`config.mk`:
```
export PLATFORM = sky130hd
export DESIGN_NAME = cfg_chain_top
export DESIGN_NICKNAME = d
export VERILOG_FILES = /design/src/source/cfg_pkg.sv /design/src/source/cfg_chain_top.sv /design/src/source/cfg_node.sv /design/src/source/cfg_serializer.sv
export SDC_FILE = /design/constraint.sdc
export NUM_CORES = 1
export LEC_CHECK = 0
export BUFFER_PORTS_ARGS = -buffer_cell sky130_fd_sc_hd__buf_2
export CORE_MARGIN = 2
export CORE_UTILIZATION = 55
export DETAILED_ROUTE_END_ITERATION = 8
export HOLD_SLACK_MARGIN = 0.02
export PLACE_DENSITY_LB_ADDON = 0.08
export SKIP_CTS_REPAIR_TIMING = 1
export SYNTH_ARGS = -nofsm -noshare
export SYNTH_HDL_FRONTEND = slang
export SYNTH_SLANG_ARGS = --single-unit
```
`constraint.sdc`:
```
create_clock -name clk_i -period 4.75 [get_ports clk_i]
set_input_delay 0.95 -clock clk_i [delete_from_list [all_inputs] [get_ports clk_i]]
set_output_delay 0.95 -clock clk_i [all_outputs]
set_load 0.02 [all_outputs]
```
`src/source/cfg_pkg.sv`:
```
`default_nettype none

package cfg_pkg;

  // Field widths of one frame on the serial line
  localparam int cfg_id_w   = 4;                // Node ID field
  localparam int cfg_len_w  = 5;                // Skip-length field
  localparam int cfg_data_w = 16;               // Payload field

  // Start bit plus the three fields
  localparam int cfg_frame_w = 1 + cfg_len_w + cfg_id_w + cfg_data_w;

  // Positions a node ignores after a header, so the rest of the frame is skipped
  localparam int cfg_skip_len = cfg_frame_w - 1;

  // The idle line reads as ID 0, so no node may own it
  localparam logic [cfg_id_w-1:0] cfg_reserved_id = '0;

  // Field view of a frame, top bit down, sent LSB first
  typedef struct packed {
    logic [cfg_data_w-1:0] data;                // Payload, low bits used by the node
    logic [cfg_id_w-1:0]   id;                  // Target node
    logic [cfg_len_w-1:0]  len;                 // Skip length
    logic                  start;               // Always zero in a header
  } cfg_fields_t;

  // Same frame word seen as raw bits or as decoded fields
  typedef union packed {
    logic [cfg_frame_w-1:0] raw;                // Shift and all-ones views
    cfg_fields_t            fields;             // Header decode view
  } cfg_frame_u;

endpackage

`default_nettype wire
```
`src/source/cfg_chain_top.sv`:
```
`timescale 1ns/10ps
`default_nettype none

module cfg_chain_top
  import cfg_pkg::*;
(
  input  logic                  clk_i,
  input  logic                  reset,
  input  logic                  wr_valid_i,   // Host write request
  input  logic [cfg_id_w-1:0]   wr_id_i,
  input  logic [cfg_data_w-1:0] wr_data_i,
  input  logic                  reset_all_i,  // Host broadcast reset request
  output logic                  busy_o,       // Serializer sending a frame
  output logic [7:0]            cfg_a_o,      // Node A mode
  output logic [11:0]           cfg_b_o,      // Node B mode
  output logic [15:0]           cfg_c_o       // Node C mode
);

  logic cfg_bit;                              // Shared serial line

  cfg_serializer cfg_serializer_inst (
    .clk_i       (clk_i),
    .reset       (reset),
    .wr_valid_i  (wr_valid_i),
    .wr_id_i     (wr_id_i),
    .wr_data_i   (wr_data_i),
    .reset_all_i (reset_all_i),
    .bit_o       (cfg_bit),
    .busy_o      (busy_o)
  );

  // All nodes listen to the same line on the same clock
  cfg_node #(
    .node_id_p     (4'd1),
    .config_bits_p (8),
    .default_p     (8'h5A)
  ) node_a_inst (
    .clk_i    (clk_i),
    .reset    (reset),
    .bit_i    (cfg_bit),
    .config_o (cfg_a_o)
  );

  cfg_node #(
    .node_id_p     (4'd2),
    .config_bits_p (12),
    .default_p     (12'h3C0)
  ) node_b_inst (
    .clk_i    (clk_i),
    .reset    (reset),
    .bit_i    (cfg_bit),
    .config_o (cfg_b_o)
  );

  cfg_node #(
    .node_id_p     (4'd3),
    .config_bits_p (16),
    .default_p     (16'hBEEF)
  ) node_c_inst (
    .clk_i    (clk_i),
    .reset    (reset),
    .bit_i    (cfg_bit),
    .config_o (cfg_c_o)
  );

endmodule

`default_nettype wire

```
`src/source/cfg_node.sv`:
```
`timescale 1ns/10ps
`default_nettype none

module cfg_node
  import cfg_pkg::*;
#(
  parameter logic [cfg_id_w-1:0]      node_id_p     = 1,   // Must not be cfg_reserved_id
  parameter int                       config_bits_p = 8,   // Up to cfg_data_w
  parameter logic [config_bits_p-1:0] default_p     = '0   // Value after any reset
)(
  input  logic                     clk_i,
  input  logic                     reset,
  input  logic                     bit_i,     // Serial line
  output logic [config_bits_p-1:0] config_o   // Mode register
);

  cfg_frame_u           shift_q;              // Last cfg_frame_w line bits
  logic [cfg_len_w-1:0] skip_q;               // Positions still to ignore
  logic                 bcast_reset;          // Window holds a broadcast reset
  logic                 header_seen;          // Window holds a frame header
  logic                 id_match;             // Header is addressed to this node

  // New bits enter at the top, so the oldest bit sits at position 0
  always_ff @(posedge clk_i) begin
    if (reset) begin
      shift_q.raw <= '0;                      // Same as an idle line
    end else begin
      shift_q.raw <= {bit_i, shift_q.raw[cfg_frame_w-1:1]};
    end
  end

  assign bcast_reset = &shift_q.raw;

  // Idle zeros in front of a frame never carry the skip value,
  // so only a window aligned to a real frame start passes here
  assign header_seen = (skip_q == '0) && !shift_q.fields.start
                       && (shift_q.fields.len == cfg_len_w'(cfg_skip_len));

  assign id_match = (shift_q.fields.id == node_id_p) && (node_id_p != cfg_reserved_id);

  always_ff @(posedge clk_i) begin
    if (reset) begin
      skip_q   <= '0;
      config_o <= default_p;
    end else if (bcast_reset) begin
      skip_q   <= '0;
      config_o <= default_p;
    end else if (header_seen) begin
      // Every node skips the payload, matching or not
      skip_q <= shift_q.fields.len;
      if (id_match) begin
        config_o <= shift_q.fields.data[config_bits_p-1:0];  // Low payload bits
      end
    end else if (skip_q != '0) begin
      skip_q <= skip_q - 1'b1;                // Bottom bit belongs to the payload
    end
  end

endmodule

`default_nettype wire

```
`src/source/cfg_serializer.sv`:
```
`timescale 1ns/10ps
`default_nettype none

module cfg_serializer
  import cfg_pkg::*;
(
  input  logic                  clk_i,
  input  logic                  reset,
  input  logic                  wr_valid_i,   // Write request
  input  logic [cfg_id_w-1:0]   wr_id_i,      // Target node ID
  input  logic [cfg_data_w-1:0] wr_data_i,    // Payload
  input  logic                  reset_all_i,  // Broadcast reset request
  output logic                  bit_o,        // Serial line, registered
  output logic                  busy_o        // High while a frame goes out
);

  cfg_frame_u           next_frame;           // Frame built from the request
  cfg_frame_u           shift_q;              // Bits still to send
  logic [cfg_len_w-1:0] bit_cnt_q;            // Bits left after the current one
  logic                 take_req;             // Request accepted this edge

  // Requests are only taken while the line is free
  assign take_req = !busy_o && (wr_valid_i || reset_all_i);

  // Broadcast reset beats a write when both are raised
  always_comb begin
    next_frame.fields.start = 1'b0;
    next_frame.fields.len   = cfg_len_w'(cfg_skip_len);
    next_frame.fields.id    = wr_id_i;
    next_frame.fields.data  = wr_data_i;
    if (reset_all_i) begin
      next_frame.raw = '1;                    // All ones marks a broadcast reset
    end
  end

  // Frame payload, shifted right so bit 0 is always the next to send
  always_ff @(posedge clk_i) begin
    if (take_req) begin
      shift_q.raw <= next_frame.raw >> 1;     // Bit 0 leaves on the accept edge
    end else if (busy_o) begin
      shift_q.raw <= shift_q.raw >> 1;
    end
  end

  // Line driver and frame length counter
  always_ff @(posedge clk_i) begin
    if (reset) begin
      busy_o    <= 1'b0;
      bit_o     <= 1'b0;
      bit_cnt_q <= '0;
    end else if (take_req) begin
      busy_o    <= 1'b1;
      bit_o     <= next_frame.raw[0];
      bit_cnt_q <= cfg_len_w'(cfg_frame_w - 1);
    end else if (busy_o && (bit_cnt_q != '0)) begin
      bit_o     <= shift_q.raw[0];
      bit_cnt_q <= bit_cnt_q - 1'b1;
    end else begin
      // Last bit has been on the line for one cycle
      busy_o    <= 1'b0;
      bit_o     <= 1'b0;                      // Line idles at zero
    end
  end

endmodule

`default_nettype wire

```
== Word level (Yosys, flattened, before mapping) ==
Cells that the tools add are included.

* Register bits after elaboration: 161
* Output and inout port bits: 37

* Reduce and logical (&&, ||, !) cells: 35
* Multiplexer cells: 15
* Eq/ne operators: 7
* $add $sub $neg: 4

{| class="wikitable"
|+ Operator list
! cell !! count
|-
| 26-bit AND reduction || 3
|-
| 25-bit two-way mux || 2
|-
| 5-bit two-way mux || 8
|-
| 26-bit two-way mux || 1
|-
| 5-bit nonzero test || 4
|-
| 5-bit by 1-bit subtractor with 5-bit output, second input constant || 4
|-
| 5-bit == test, second input constant || 3
|-
| 5-bit logical NOT || 3
|-
| 2-bit nonzero test || 5
|-
| 4-bit by 2-bit == test with 1-bit output, second input constant || 2
|-
| 1-bit logical AND || 8
|-
| 2-bit OR reduction || 4
|-
| 2-bit AND reduction || 3
|-
| 4-bit by 1-bit == test with 1-bit output, second input constant || 1
|-
| 1-bit logical NOT || 4
|-
| 1-bit two-way mux || 4
|-
| 2-bit by 1-bit != test with 1-bit output, second input constant || 1
|-
| 1-bit logical OR || 1
|}

== Depth between registers and ports, before layout ==
Gate-level depths: netlist of run 1.

* Depth after elaboration: 4
* Gate-level depth with buffers: 9
* Mapped depth without buffers: 6

== Hierarchy ==
A second synthesis of run 1 with hierarchy kept.

* Cells, all modules: 545
* Area, all modules: 5824.3 µm²

{| class="wikitable"
|+ Modules (own cells, without submodules)
! module !! area each (µm²) !! instances !! cells an instance
|-
| cfg_node at node_c_inst || 1616.6 || 1 || 147
|-
| cfg_node at node_b_inst || 1468.9 || 1 || 137
|-
| cfg_serializer || 1421.4 || 1 || 136
|-
| cfg_node at node_a_inst || 1317.5 || 1 || 125
|}

== Worst setup path before layout of run 1 ==
Ideal clock, no wire load.

* Kind: reg-to-reg
* From: register node_c_inst.skip_q[0]
* To: register node_c_inst.config_o[15]
* Path buffers: 3
* Cell stages (with the launch flop): 10
* Slack: 2.697 ns
* Setup time: 0.137 ns
* Data arrival time: 1.916 ns
* Data required time: 4.613 ns
* Path through: dfxtp_1 > inv_1 > ha_1 > or4b_1 > buf_2 > or4_1 > buf_2 > buf_6 > nand2_1 > nand3_1

* Word-level cells in the longest chain between the ends: 4

{| class="wikitable"
|+ RTL lines
! item !! RTL line !! text
|-
| start, declared || cfg_node.sv:18 || <nowiki>logic [cfg_len_w-1:0] skip_q;</nowiki>
|-
| start signal, assigned || cfg_node.sv:50 || <nowiki>skip_q <= shift_q.fields.len;</nowiki>
|-
| start signal, assigned || cfg_node.sv:55 || <nowiki>skip_q <= skip_q - 1'b1;</nowiki>
|-
| 5-bit logical NOT || cfg_node.sv:36 || <nowiki>assign header_seen = (skip_q == '0) && !shift_q.fields.start</nowiki>
|-
| 1-bit logical AND || cfg_node.sv:36 ||
|-
| 1-bit logical AND || cfg_node.sv:37 || <nowiki>&& (shift_q.fields.len == cfg_len_w'(cfg_skip_len));</nowiki>
|-
| 2-bit AND reduction (no source line) || n/a ||
|-
| end signal, assigned || cfg_node.sv:44 || <nowiki>config_o <= default_p;</nowiki>
|-
| end signal, assigned || cfg_node.sv:47 || <nowiki>config_o <= default_p;</nowiki>
|-
| end signal, assigned || cfg_node.sv:52 || <nowiki>config_o <= shift_q.fields.data[config_bits_p-1:0];</nowiki>
|-
| end, declared || cfg_node.sv:14 || <nowiki>output logic [config_bits_p-1:0] config_o</nowiki>
|}

No other way between the ends.
A chain may end at the register's enable or synchronous reset.

== Final worst setup path of run 1 ==
* From: register node_c_inst.skip_q[0]
* To: register node_c_inst.config_o[4]

The elaborated chain is that of the path after synthesis.

==> results of run 1 <==
-- worst max-delay path, delay by kind of cell, from the launching register on --
family          cells  cell delay, ns
compound gates      1            0.17
fa+ha+maj           1            0.22
buf+inv             1            0.09
flops               1            0.33
simple gates        3            1.63
-- worst min-delay path by stage --
| stage | cells past startpoint | from | slack, ns | endpoint |
|---|---|---|---|---|
| after CTS | 1 | cfg_serializer_inst.bit_o$_SDFF_PP0_ | 0.45 | node_c_inst.shift_q[25]$_SDFF_PP0_ |
| after floorplan | 1 | cfg_serializer_inst.bit_o$_SDFF_PP0_ | 0.41 | node_c_inst.shift_q[25]$_SDFF_PP0_ |
| after global routing | 1 | cfg_serializer_inst.bit_o$_SDFF_PP0_ | 0.48 | node_c_inst.shift_q[25]$_SDFF_PP0_ |
| after detailed placement | 1 | cfg_serializer_inst.bit_o$_SDFF_PP0_ | 0.44 | node_c_inst.shift_q[25]$_SDFF_PP0_ |
| final | 1 | cfg_serializer_inst.bit_o$_SDFF_PP0_ | 0.45 | node_c_inst.shift_q[25]$_SDFF_PP0_ |
| after global placement | 1 | cfg_serializer_inst.bit_o$_SDFF_PP0_ | 0.43 | node_c_inst.shift_q[25]$_SDFF_PP0_ |
-- cells in the final DEF, fill, tap and decap left out, types with 2 or more instances in the layout --
cell type,instances
a211oi_1,7
a21o_1,2
a21oi_1,13
a31oi_1,3
buf_2,60
buf_4,3
clkbuf_8,10
dfxtp_1,84
edfxtp_1,25
ha_1,4
inv_1,9
inv_6,3
mux2i_1,20
nand2_1,96
nand2b_1,5
nand3_1,14
nand3b_1,4
nand4_1,7
nor2_1,35
nor2b_1,28
nor3_1,6
nor4_1,4
nor4b_2,2
o21ai_0,20
or4_1,2
xnor2_1,3
-- cell type report --
class                           count  area, um2
Clock inverter                      6       76.3
Multi-Input combinational cell    289       1600
Fill cell                         647       2570
Inverter                            9       33.8
Clock buffer                       10        138
Sequential cell                   109       2430
Timing Repair Buffer               63        323
Tap cell                           99        124
-- synth_stat cells --
cell type and instances:
a2111oi_0 1, xor2_1 1, a21o_1 2, nand4_1 7, o211ai_1 1, nand3_1 14
edfxtp_1 25, o21ai_0 20, nor4b_1 1, o21a_1 1, inv_1 9, clkbuf_1 14
nand4b_1 1, buf_6 1, nor3_1 6, o21ai_1 1, a311oi_1 1, or4b_1 1
nand2b_1 5, nor4b_2 2, or3b_2 1, dfxtp_1 84, nand2_1 96, or4_1 2
mux2i_1 20, nor2_1 35, a31oi_1 3, a211oi_1 7, xnor2_1 3, mux2_2 1
and4b_1 1, nand3b_1 4, a21oi_1 13, or4_4 1, nor2b_1 28, nor4_2 1
nor4_1 4, buf_2 4, ha_1 4
-- metrics by stage --
step	hold slack, ns	instances	setup slack [ns]	total power, mW
2_1_floorplan	0.414	426	2.70	1.42
3_3_place_gp	0.431	569	2.08	1.48
3_5_place_dp	0.436	569	1.98	1.50
4_1_cts	0.454	585	2.22	2.09
5_1_grt	0.476	585	1.90	2.20
6_report	0.451	585	2.26	2.07
-- kinds of logic (layout without fill, tap and decap cells) --
logic type | Yosys count | in the layout | synth area share
and+or+nand+nor | 210 | 210 | 0.244
xor gates and xnor gates | 4 | 4 | 0.00845
muxes | 21 | 21 | 0.0510
adders and majority gates | 4 | 4 | 0.0121
AOI/OAI and AO/OA | 50 | 50 | 0.0697
DFF | 109 | 109 | 0.586
buffers and inverters | 28 | 88 | 0.0284
-- flip-flops by register name, indices dropped and copies added (netlist names) --
signal and count:
node_c_inst.shift_q 1, node_a_inst.skip_q 5, cfg_serializer_inst.busy_o 1, node_a_inst.shift_q 25, node_b_inst.skip_q 5, node_c_inst.config_o 16
node_b_inst.config_o 12, cfg_serializer_inst.bit_o 1, cfg_serializer_inst.bit_cnt_q 5, cfg_serializer_inst.shift_q 25, node_a_inst.config_o 8, node_c_inst.skip_q 5
-- per-layer routing --
layer / up-vias / track usage
li1: 1554 / -
met1: 1446 / 0.276
met2: 60 / 0.326
met3: 8 / 0.0459
met4: 0 / 0.0518
met5: - / 0
-- where the power goes --
group / switching (mW) / total, mW / internal (mW)
logic: 0.213 / 0.380 / 0.167
clock network: 0.321 / 0.590 / 0.269
registers: 0.0544 / 1.10 / 1.04
==> results.py, run 1 <==
metrics = {
    "run_status": {
        "status": "complete, no violations",
    },
    "placed_design": {
        "io_buffers": 60,
        "dpl-instance-area_mm2": 0.00451,
        "dp_hpwl_mm": 5.16,
        "gp_congestion": 0.769,
    },
    "worst_setup_path": {
        "path_cells": "inv_1 > ha_1 > or4b_1 > nor4_2 > nand2_1 > a21oi_1",
        "endpoint_kind": "register",
        "setup.worst_path.start_class": "register",
        "startpoint": "node_c_inst.skip_q[0]$_SDFFE_PP0P_",
        "cp_data_arrival_time_ns": 2.78,
        "crit_type": "register to register",
        "critPathCapture": "node_c_inst.config_o[4]$_SDFFE_PP0P_",
        "rr_endpoint": "node_c_inst.config_o[4]$_SDFFE_PP0P_",
        "cpPeakStageDelay_ns": 0.91,
        "cp_slowest_cell": "nor4_2",
        "ff2ff_path_depth": 6,
        "required_ns": 5.04,
        "path_max_fanout": 15,
        "r2r_start": "node_c_inst.skip_q[0]$_SDFFE_PP0P_",
        "r2r_slack_ns": 2.26,
    },
    "sta": {
        "hold_viol_final": 0,
        "finalSetupTns_ns": 0,
        "fin_crit_ns": 2.49,
        "report.final.slew_viol_count": 0,
        "rsz0062_at_grt": "no",
        "setup_viol_count_final": 0,
        "clock_skew_ns": 0.0163,
        "worstMarginPinSlew_ns": 1.16,
        "fin_crit_sh": 0.525,
        "fmax_mhz": 401,
        "slew_headroom": 0.223,
    },
    "floorplan": {
        "num_rows": 31,
        "initial_core_util": 0.569,
        "core_area_mm2": 0.00729,
        "die_y_um": 90.8,
        "die_area_mm2": 0.00825,
        "die_width_um": 90.8,
        "io_pins": 61,
    },
    "drt": {
        "wl_mm": 7.64,
        "vias": 3068,
        "drc_errors": 0,
        "top_layer": "met4",
        "first_pass_iters": 7,
        "met3_wirelength_um": 335,
        "vias_per_cell": 5.24,
        "drtIter0Drc": 148,
        "ant_nets": 0,
        "met1_length_mm": 3.66,
        "wl_met2_mm": 3.55,
        "wl_per_cell_um": 13.1,
    },
    "clock_network": {
        "cts_buffers": 9,
        "clk_pin_slew_ns": 0.10,
        "cts_tree": "done",
        "clk_latency_ns": 0.37,
        "htree_levels": 3,
        "clockBufferDepth": 2,
        "cts.sinks": 109,
        "root_buffer": "clkbuf_8",
    },
    "yosys": {
        "yosys_register_bits": 109,
        "synth-seq-area-share": 0.586,
        "yosysUniqueCellTypes": 39,
        "netlist_area_mm2": 0.00415,
        "postSynthAreaPerCell_um2": 9.74,
        "synth_top_area_cell": "dfxtp_1",
        "synth_fp_nets": 454,
        "yosys_warnings": 0,
        "synth_area_leaders": "dfxtp_1, edfxtp_1, nand2_1",
        "postSynthCellCount": 426,
        "yosys.area.top_type_share": 0.405,
    },
    "finish": {
        "fin_area_mm2": 0.00472,
        "syn_to_final_growth_pct": 13.9,
        "fin_util": 0.648,
        "antenna_cells": 0,
        "drive_above_1_share": 0.175,
        "nNetsFinal": 509,
    },
    "min_path": {
        "hp-class": "register to register",
    },
    "power_and_ir_drop": {
        "ir_drop_mv": 0.228,
        "power_density_mw_per_mm2": 438,
        "leakage_nw": 2.07,
    },
    "global_routing": {
        "grt_max_degree": 36,
        "grt_pass1_vias": 2881,
        "grt.total_usage": 0.202,
        "antenna_found_initial": 0,
        "grt_pass1_wl_mm": 13.7,
        "overflow": 0,
    },
    "job": {
        "drv_cap": 0,
    },
}
(Power assumes the default switching activity.)
==> run 2, diff against run 1 <==
--- a/config.mk
+++ b/config.mk
@@ -7,7 +7,7 @@
 export LEC_CHECK = 0
 export BUFFER_PORTS_ARGS = -buffer_cell sky130_fd_sc_hd__buf_2
 export CORE_MARGIN = 2
-export CORE_UTILIZATION = 55
+export CORE_UTILIZATION = 51
 export DETAILED_ROUTE_END_ITERATION = 8
 export HOLD_SLACK_MARGIN = 0.02
 export PLACE_DENSITY_LB_ADDON = 0.08
==> constraint.sdc (replaced) <==
create_clock -name clk_i -period 2.03 [get_ports clk_i]
set_input_delay 0.406 -clock clk_i [delete_from_list [all_inputs] [get_ports clk_i]]
set_output_delay 0.406 -clock clk_i [all_outputs]
set_load 0.02 [all_outputs]
==> results.py, run 2 (same netlist as run 1, synthesis figures left out) <==
metrics = {
    "worst_setup_path": {
        "cpPeakStageDelay_ns": 0.46,
        "r2r_start": "node_c_inst.skip_q[1]$_SDFFE_PP0P_",
        "setup.worst_path.start_class": "register",
        "path_max_fanout": 15,
        "startpoint": "node_c_inst.skip_q[1]$_SDFFE_PP0P_",
        "path_cells": "inv_2 > ha_4 > or4b_4 > or4_1 > buf_4 > nand2_1 > nand3_1",
        "required_ns": 2.26,
        "cp_slowest_cell": "or4b_4",
        "endpoint_kind": "register",
        "crit_type": "register to register",
        "cp_data_arrival_time_ns": 2.15,
    },
    "power_and_ir_drop": {
        "power_density_mw_per_mm2": 1040,
        "leakage_nw": 2.16,
        "ir_drop_mv": 0.552,
    },
    "drt": {
        "ant_nets": 0,
        "vias": 3052,
        "wl_mm": 7.81,
        "vias_per_cell": 5.07,
        "wl_per_cell_um": 13.0,
        "drtIter0Drc": 72,
        "first_pass_iters": 4,
        "drc_errors": 0,
    },
    "floorplan": {
        "die_width_um": 94.2,
        "io_pins": 61,
        "initial_core_util": 0.531,
        "die_area_mm2": 0.00887,
        "die_y_um": 94.2,
        "num_rows": 32,
        "core_area_mm2": 0.00781,
    },
    "global_routing": {
        "grt.total_usage": 0.188,
        "antenna_found_initial": 0,
        "grt_pass1_vias": 2777,
        "grt_pass1_wl_mm": 13.0,
        "grt_max_degree": 31,
        "overflow": 0,
    },
    "placed_design": {
        "dpl-instance-area_mm2": 0.00467,
        "dp_hpwl_mm": 5.51,
        "gp_congestion": 0.820,
        "io_buffers": 60,
    },
    "sta": {
        "worstMarginPinSlew_ns": 0.680,
        "setup_viol_count_final": 0,
        "rsz0062_at_grt": "no",
        "fin_crit_ns": 1.91,
        "fin_crit_sh": 0.943,
        "finalSetupTns_ns": 0,
        "report.final.slew_viol_count": 0,
        "hold_viol_final": 0,
        "clock_skew_ns": 0.0148,
        "slew_headroom": 0.541,
        "fmax_mhz": 523,
    },
    "clock_network": {
        "clk_latency_ns": 0.36,
        "root_buffer": "clkbuf_8",
        "clockBufferDepth": 2,
        "cts_buffers": 9,
        "clk_pin_slew_ns": 0.10,
        "cts_tree": "done",
        "htree_levels": 3,
        "cts.sinks": 109,
    },
    "finish": {
        "layout_common_cells": "nand2_1, dfxtp_1, buf_2",
        "nFillCells": 671,
        "syn_to_final_growth_pct": 18.5,
        "antenna_cells": 0,
        "nNetsFinal": 523,
        "drive_above_1_share": 0.204,
        "final_common_cell": "nand2_1",
        "fin_area_mm2": 0.00492,
        "reg_top3": "cfg_serializer_inst.shift_q: 25 flops, node_a_inst.shift_q: 25 flops, node_c_inst.config_o: 16 flops",
        "seqCellArea_mm2": 0.00243,
        "multi_input_area_mm2": 0.00161,
    },
    "job": {
        "drv_cap": 0,
    },
    "run_status": {
        "status": "complete, no violations",
    },
    "min_path": {
        "hp-class": "primary input to register",
        "hp-start": "wr_data_i[8]",
    },
}
run 2: cell types whose count changed in the layout (fill, tap and decap cells not counted), sizes merged:
| cell | delta |
|---|---|
| clkinvlp | +1 |
| inv | -3 |
| buf | +14 |
| clkbuf | +2 |
| bufinv | +1 |
| clkinv | -1 |
run 2: path summary, 6_finish.rpt:
kind / slack [ns] / end / cells past startpoint
setup / recovery: 0.12 / node_c_inst.config_o[2]$_SDFFE_PP1P_ / 7
setup reg to reg: 0.12 / node_c_inst.config_o[2]$_SDFFE_PP1P_ / 7
hold reg to reg: 0.45 / node_c_inst.shift_q[25]$_SDFF_PP0_ / 1
hold / removal: 0.32 / cfg_serializer_inst.shift_q[17]$_DFFE_PP_ / 3
run 2: metrics by stage:
step	cells	total power, mW	util	setup slack (ns)	hold WS [ns]
2_1_floorplan	426	3.39	-	0.0171	0.414
3_3_place_gp	586	3.60	0.599	0.150	0.435
3_5_place_dp	586	3.64	0.599	0.135	0.436
4_1_cts	602	5.15	0.630	0.121	0.305
5_1_grt	602	5.38	0.630	0.00982	0.312
6_report	602	5.10	0.630	0.116	0.324
run 2: layout make-up:
class / instances / area share
Tap cell: 102 / 0.0260
Inverter: 9 / 0.00687
Sequential cell: 109 / 0.495
Clock inverter: 4 / 0.0155
Clock buffer: 12 / 0.0339
Timing Repair Buffer: 77 / 0.0947
Multi-Input combinational cell: 289 / 0.328
run 2: layer usage:
layer  part of all wire  wire length (um)  GRT usage
met1               0.49              3790      0.250
met2               0.47              3680      0.305
met3              0.036               282     0.0522
met5                  0                 0          0
met4             0.0070                55     0.0435
run 2: report_power, final:
part	switching [mW]	internal (mW)	leakage, nW
Sequential	0.133	2.44	0.931
Clock	0.701	0.809	0.118
Combinational	0.523	0.491	1.11
Total	1.36	3.74	2.16
run 2: critical path, delay by kind of cell (launching register included):
family | cells | cell delay, ns
adder cells (fa/ha/maj) | 1 | 0.14
buffers and inverters | 2 | 0.27
flip-flops | 1 | 0.34
AND/OR/NAND/NOR | 4 | 1.03
==> run 3, diff against run 2 <==
--- a/config.mk
+++ b/config.mk
@@ -11,6 +11,7 @@
 export DETAILED_ROUTE_END_ITERATION = 8
 export HOLD_SLACK_MARGIN = 0.02
 export PLACE_DENSITY_LB_ADDON = 0.08
+export SETUP_SLACK_MARGIN = 0.2
 export SKIP_CTS_REPAIR_TIMING = 1
 export SYNTH_ARGS = -nofsm -noshare
 export SYNTH_HDL_FRONTEND = slang
==> results.py, run 3 (same netlist as run 1, synthesis figures left out) <==
metrics = {
    "run_status": {
        "status": "complete, no violations",
    },
    "clock_network": {
        "clockBufferDepth": 2,
        "cts_tree": "done",
        "htree_levels": 3,
        "clk_pin_slew_ns": 0.10,
        "cts.sinks": 109,
        "clk_latency_ns": 0.36,
        "cts_buffers": 9,
        "root_buffer": "clkbuf_8",
    },
    "floorplan": {
        "die_width_um": 94.2,
        "die_y_um": 94.2,
        "die_area_mm2": 0.00887,
        "core_area_mm2": 0.00781,
        "initial_core_util": 0.531,
        "io_pins": 61,
        "num_rows": 32,
    },
    "worst_setup_path": {
        "setup.worst_path.start_class": "register",
        "path_max_fanout": 8,
        "crit_type": "register to register",
        "endpoint_kind": "register",
        "cp_slowest_cell": "or4b_4",
        "cp_data_arrival_time_ns": 2.14,
        "required_ns": 2.26,
        "path_delay_family": "simple AND/OR/NAND/NOR gates",
        "path_cells": "inv_2 > ha_4 > or4b_4 > or4_4 > a21oi_1 > nand2_1",
        "path_buf_inv": 1,
        "cpPeakStageDelay_ns": 0.50,
    },
    "sta": {
        "hold_viol_final": 0,
        "finalSetupTns_ns": 0,
        "clock_skew_ns": 0.0134,
        "report.final.slew_viol_count": 0,
        "slew_headroom": 0.503,
        "rsz0062_at_grt": "yes",
        "fin_crit_ns": 1.91,
        "setup_viol_count_final": 0,
        "fin_crit_sh": 0.939,
        "worstMarginPinSlew_ns": 0.735,
        "fmax_mhz": 524,
    },
    "drt": {
        "wl_mm": 8.17,
        "drc_errors": 0,
        "vias": 3107,
        "wl_per_cell_um": 13.5,
        "ant_nets": 0,
        "vias_per_cell": 5.12,
        "first_pass_iters": 4,
        "drtIter0Drc": 115,
    },
    "placed_design": {
        "dp_hpwl_mm": 5.52,
        "dpl-instance-area_mm2": 0.00466,
        "io_buffers": 60,
        "gp_congestion": 0.806,
        "placed_cells": 588,
    },
    "finish": {
        "stdcell_count": 607,
        "final_common_cell": "nand2_1",
        "nNetsFinal": 529,
        "antenna_cells": 0,
        "layout_common_cells": "nand2_1, dfxtp_1, buf_2",
        "fin_area_mm2": 0.00494,
        "reg_top3": "cfg_serializer_inst.shift_q: 25 flops, node_a_inst.shift_q: 25 flops, node_c_inst.config_o: 16 flops",
        "syn_to_final_growth_pct": 19.0,
        "drive_above_1_share": 0.238,
    },
    "power_and_ir_drop": {
        "p_comb_frac": 0.223,
        "switchingPower_mw": 1.37,
        "clkPwrFrac": 0.251,
        "ir_drop_mv": 0.662,
        "leakage_nw": 2.18,
        "p_int_mw": 3.54,
        "seq_power_share": 0.526,
        "power_density_mw_per_mm2": 997,
        "swShare": 0.279,
    },
    "global_routing": {
        "grt_pass1_vias": 2837,
        "grt_pass1_wl_mm": 13.3,
        "grt.total_usage": 0.192,
        "antenna_found_initial": 0,
        "overflow": 0,
        "grt_max_degree": 35,
    },
    "job": {
        "drv_cap": 0,
    },
    "min_path": {
        "hp-class": "primary input to register",
    },
}
-- run 3: power by group through the flow --
stage,Clock [mW],Combinational (mW),Sequential (mW)
6_report,1.23,1.10,2.59
3_3_place_gp,0,0.977,2.62
2_1_floorplan,0,0.798,2.59
3_5_place_dp,0,1.00,2.62
4_1_cts,1.27,1.01,2.58
5_1_grt,1.36,1.26,2.61
-- run 3: layout make-up --
class                      count  area (um2)
fill                         685        2870
sequential                   109        2430
multi-input combinational    290        1690
timing repair buffer          82         473
clock buffer                  10         128
tap                          102         128
clock inverter                 5        52.6
inverter                       9        33.8
-- run 3: metal layers --
layer  GRT usage  vias to the layer above  part of all wire
li1            -                     1602                 -
met4      0.0507                        0            0.0089
met5           0                        -                 0
met2       0.304                       66              0.47
met1       0.261                     1432              0.47
met3      0.0530                        7             0.047
-- run 3: worst register-to-register path, delay by kind of cell (launching register included) --
family	cells	cell delay, ns
AND/OR/NAND/NOR	3	1.06
flip-flops	1	0.33
AO/OA/AOI/OAI	1	0.17
adder cells (fa/ha/maj)	1	0.15
buffers and inverters	1	0.08
-- run 3: metrics by stage --
| stage | hold slack (ns) | utilization | power [mW] | setup WS, ns |
|---|---|---|---|---|
| after global placement | 0.430 | 0.596 | 3.60 | 0.160 |
| after detailed placement | 0.429 | 0.596 | 3.63 | 0.128 |
| after global routing | 0.327 | 0.632 | 5.23 | 0.0350 |
| after CTS | 0.318 | 0.619 | 4.85 | 0.110 |
| final | 0.327 | 0.632 | 4.92 | 0.123 |
| after floorplan | 0.414 | - | 3.39 | 0.0259 |
-- run 3: worst paths after layout --
path                                              from  slack (ns)                                         to  cells after the start
setup / recovery    node_c_inst.skip_q[0]$_SDFFE_PP0P_        0.12       node_c_inst.config_o[1]$_SDFFE_PP1P_                      6
hold / removal                            wr_data_i[4]        0.33  cfg_serializer_inst.shift_q[13]$_DFFE_PP_                      3
setup reg to reg    node_c_inst.skip_q[0]$_SDFFE_PP0P_        0.12       node_c_inst.config_o[1]$_SDFFE_PP1P_                      6
hold reg to reg   cfg_serializer_inst.bit_o$_SDFF_PP0_        0.44         node_c_inst.shift_q[25]$_SDFF_PP0_                      1
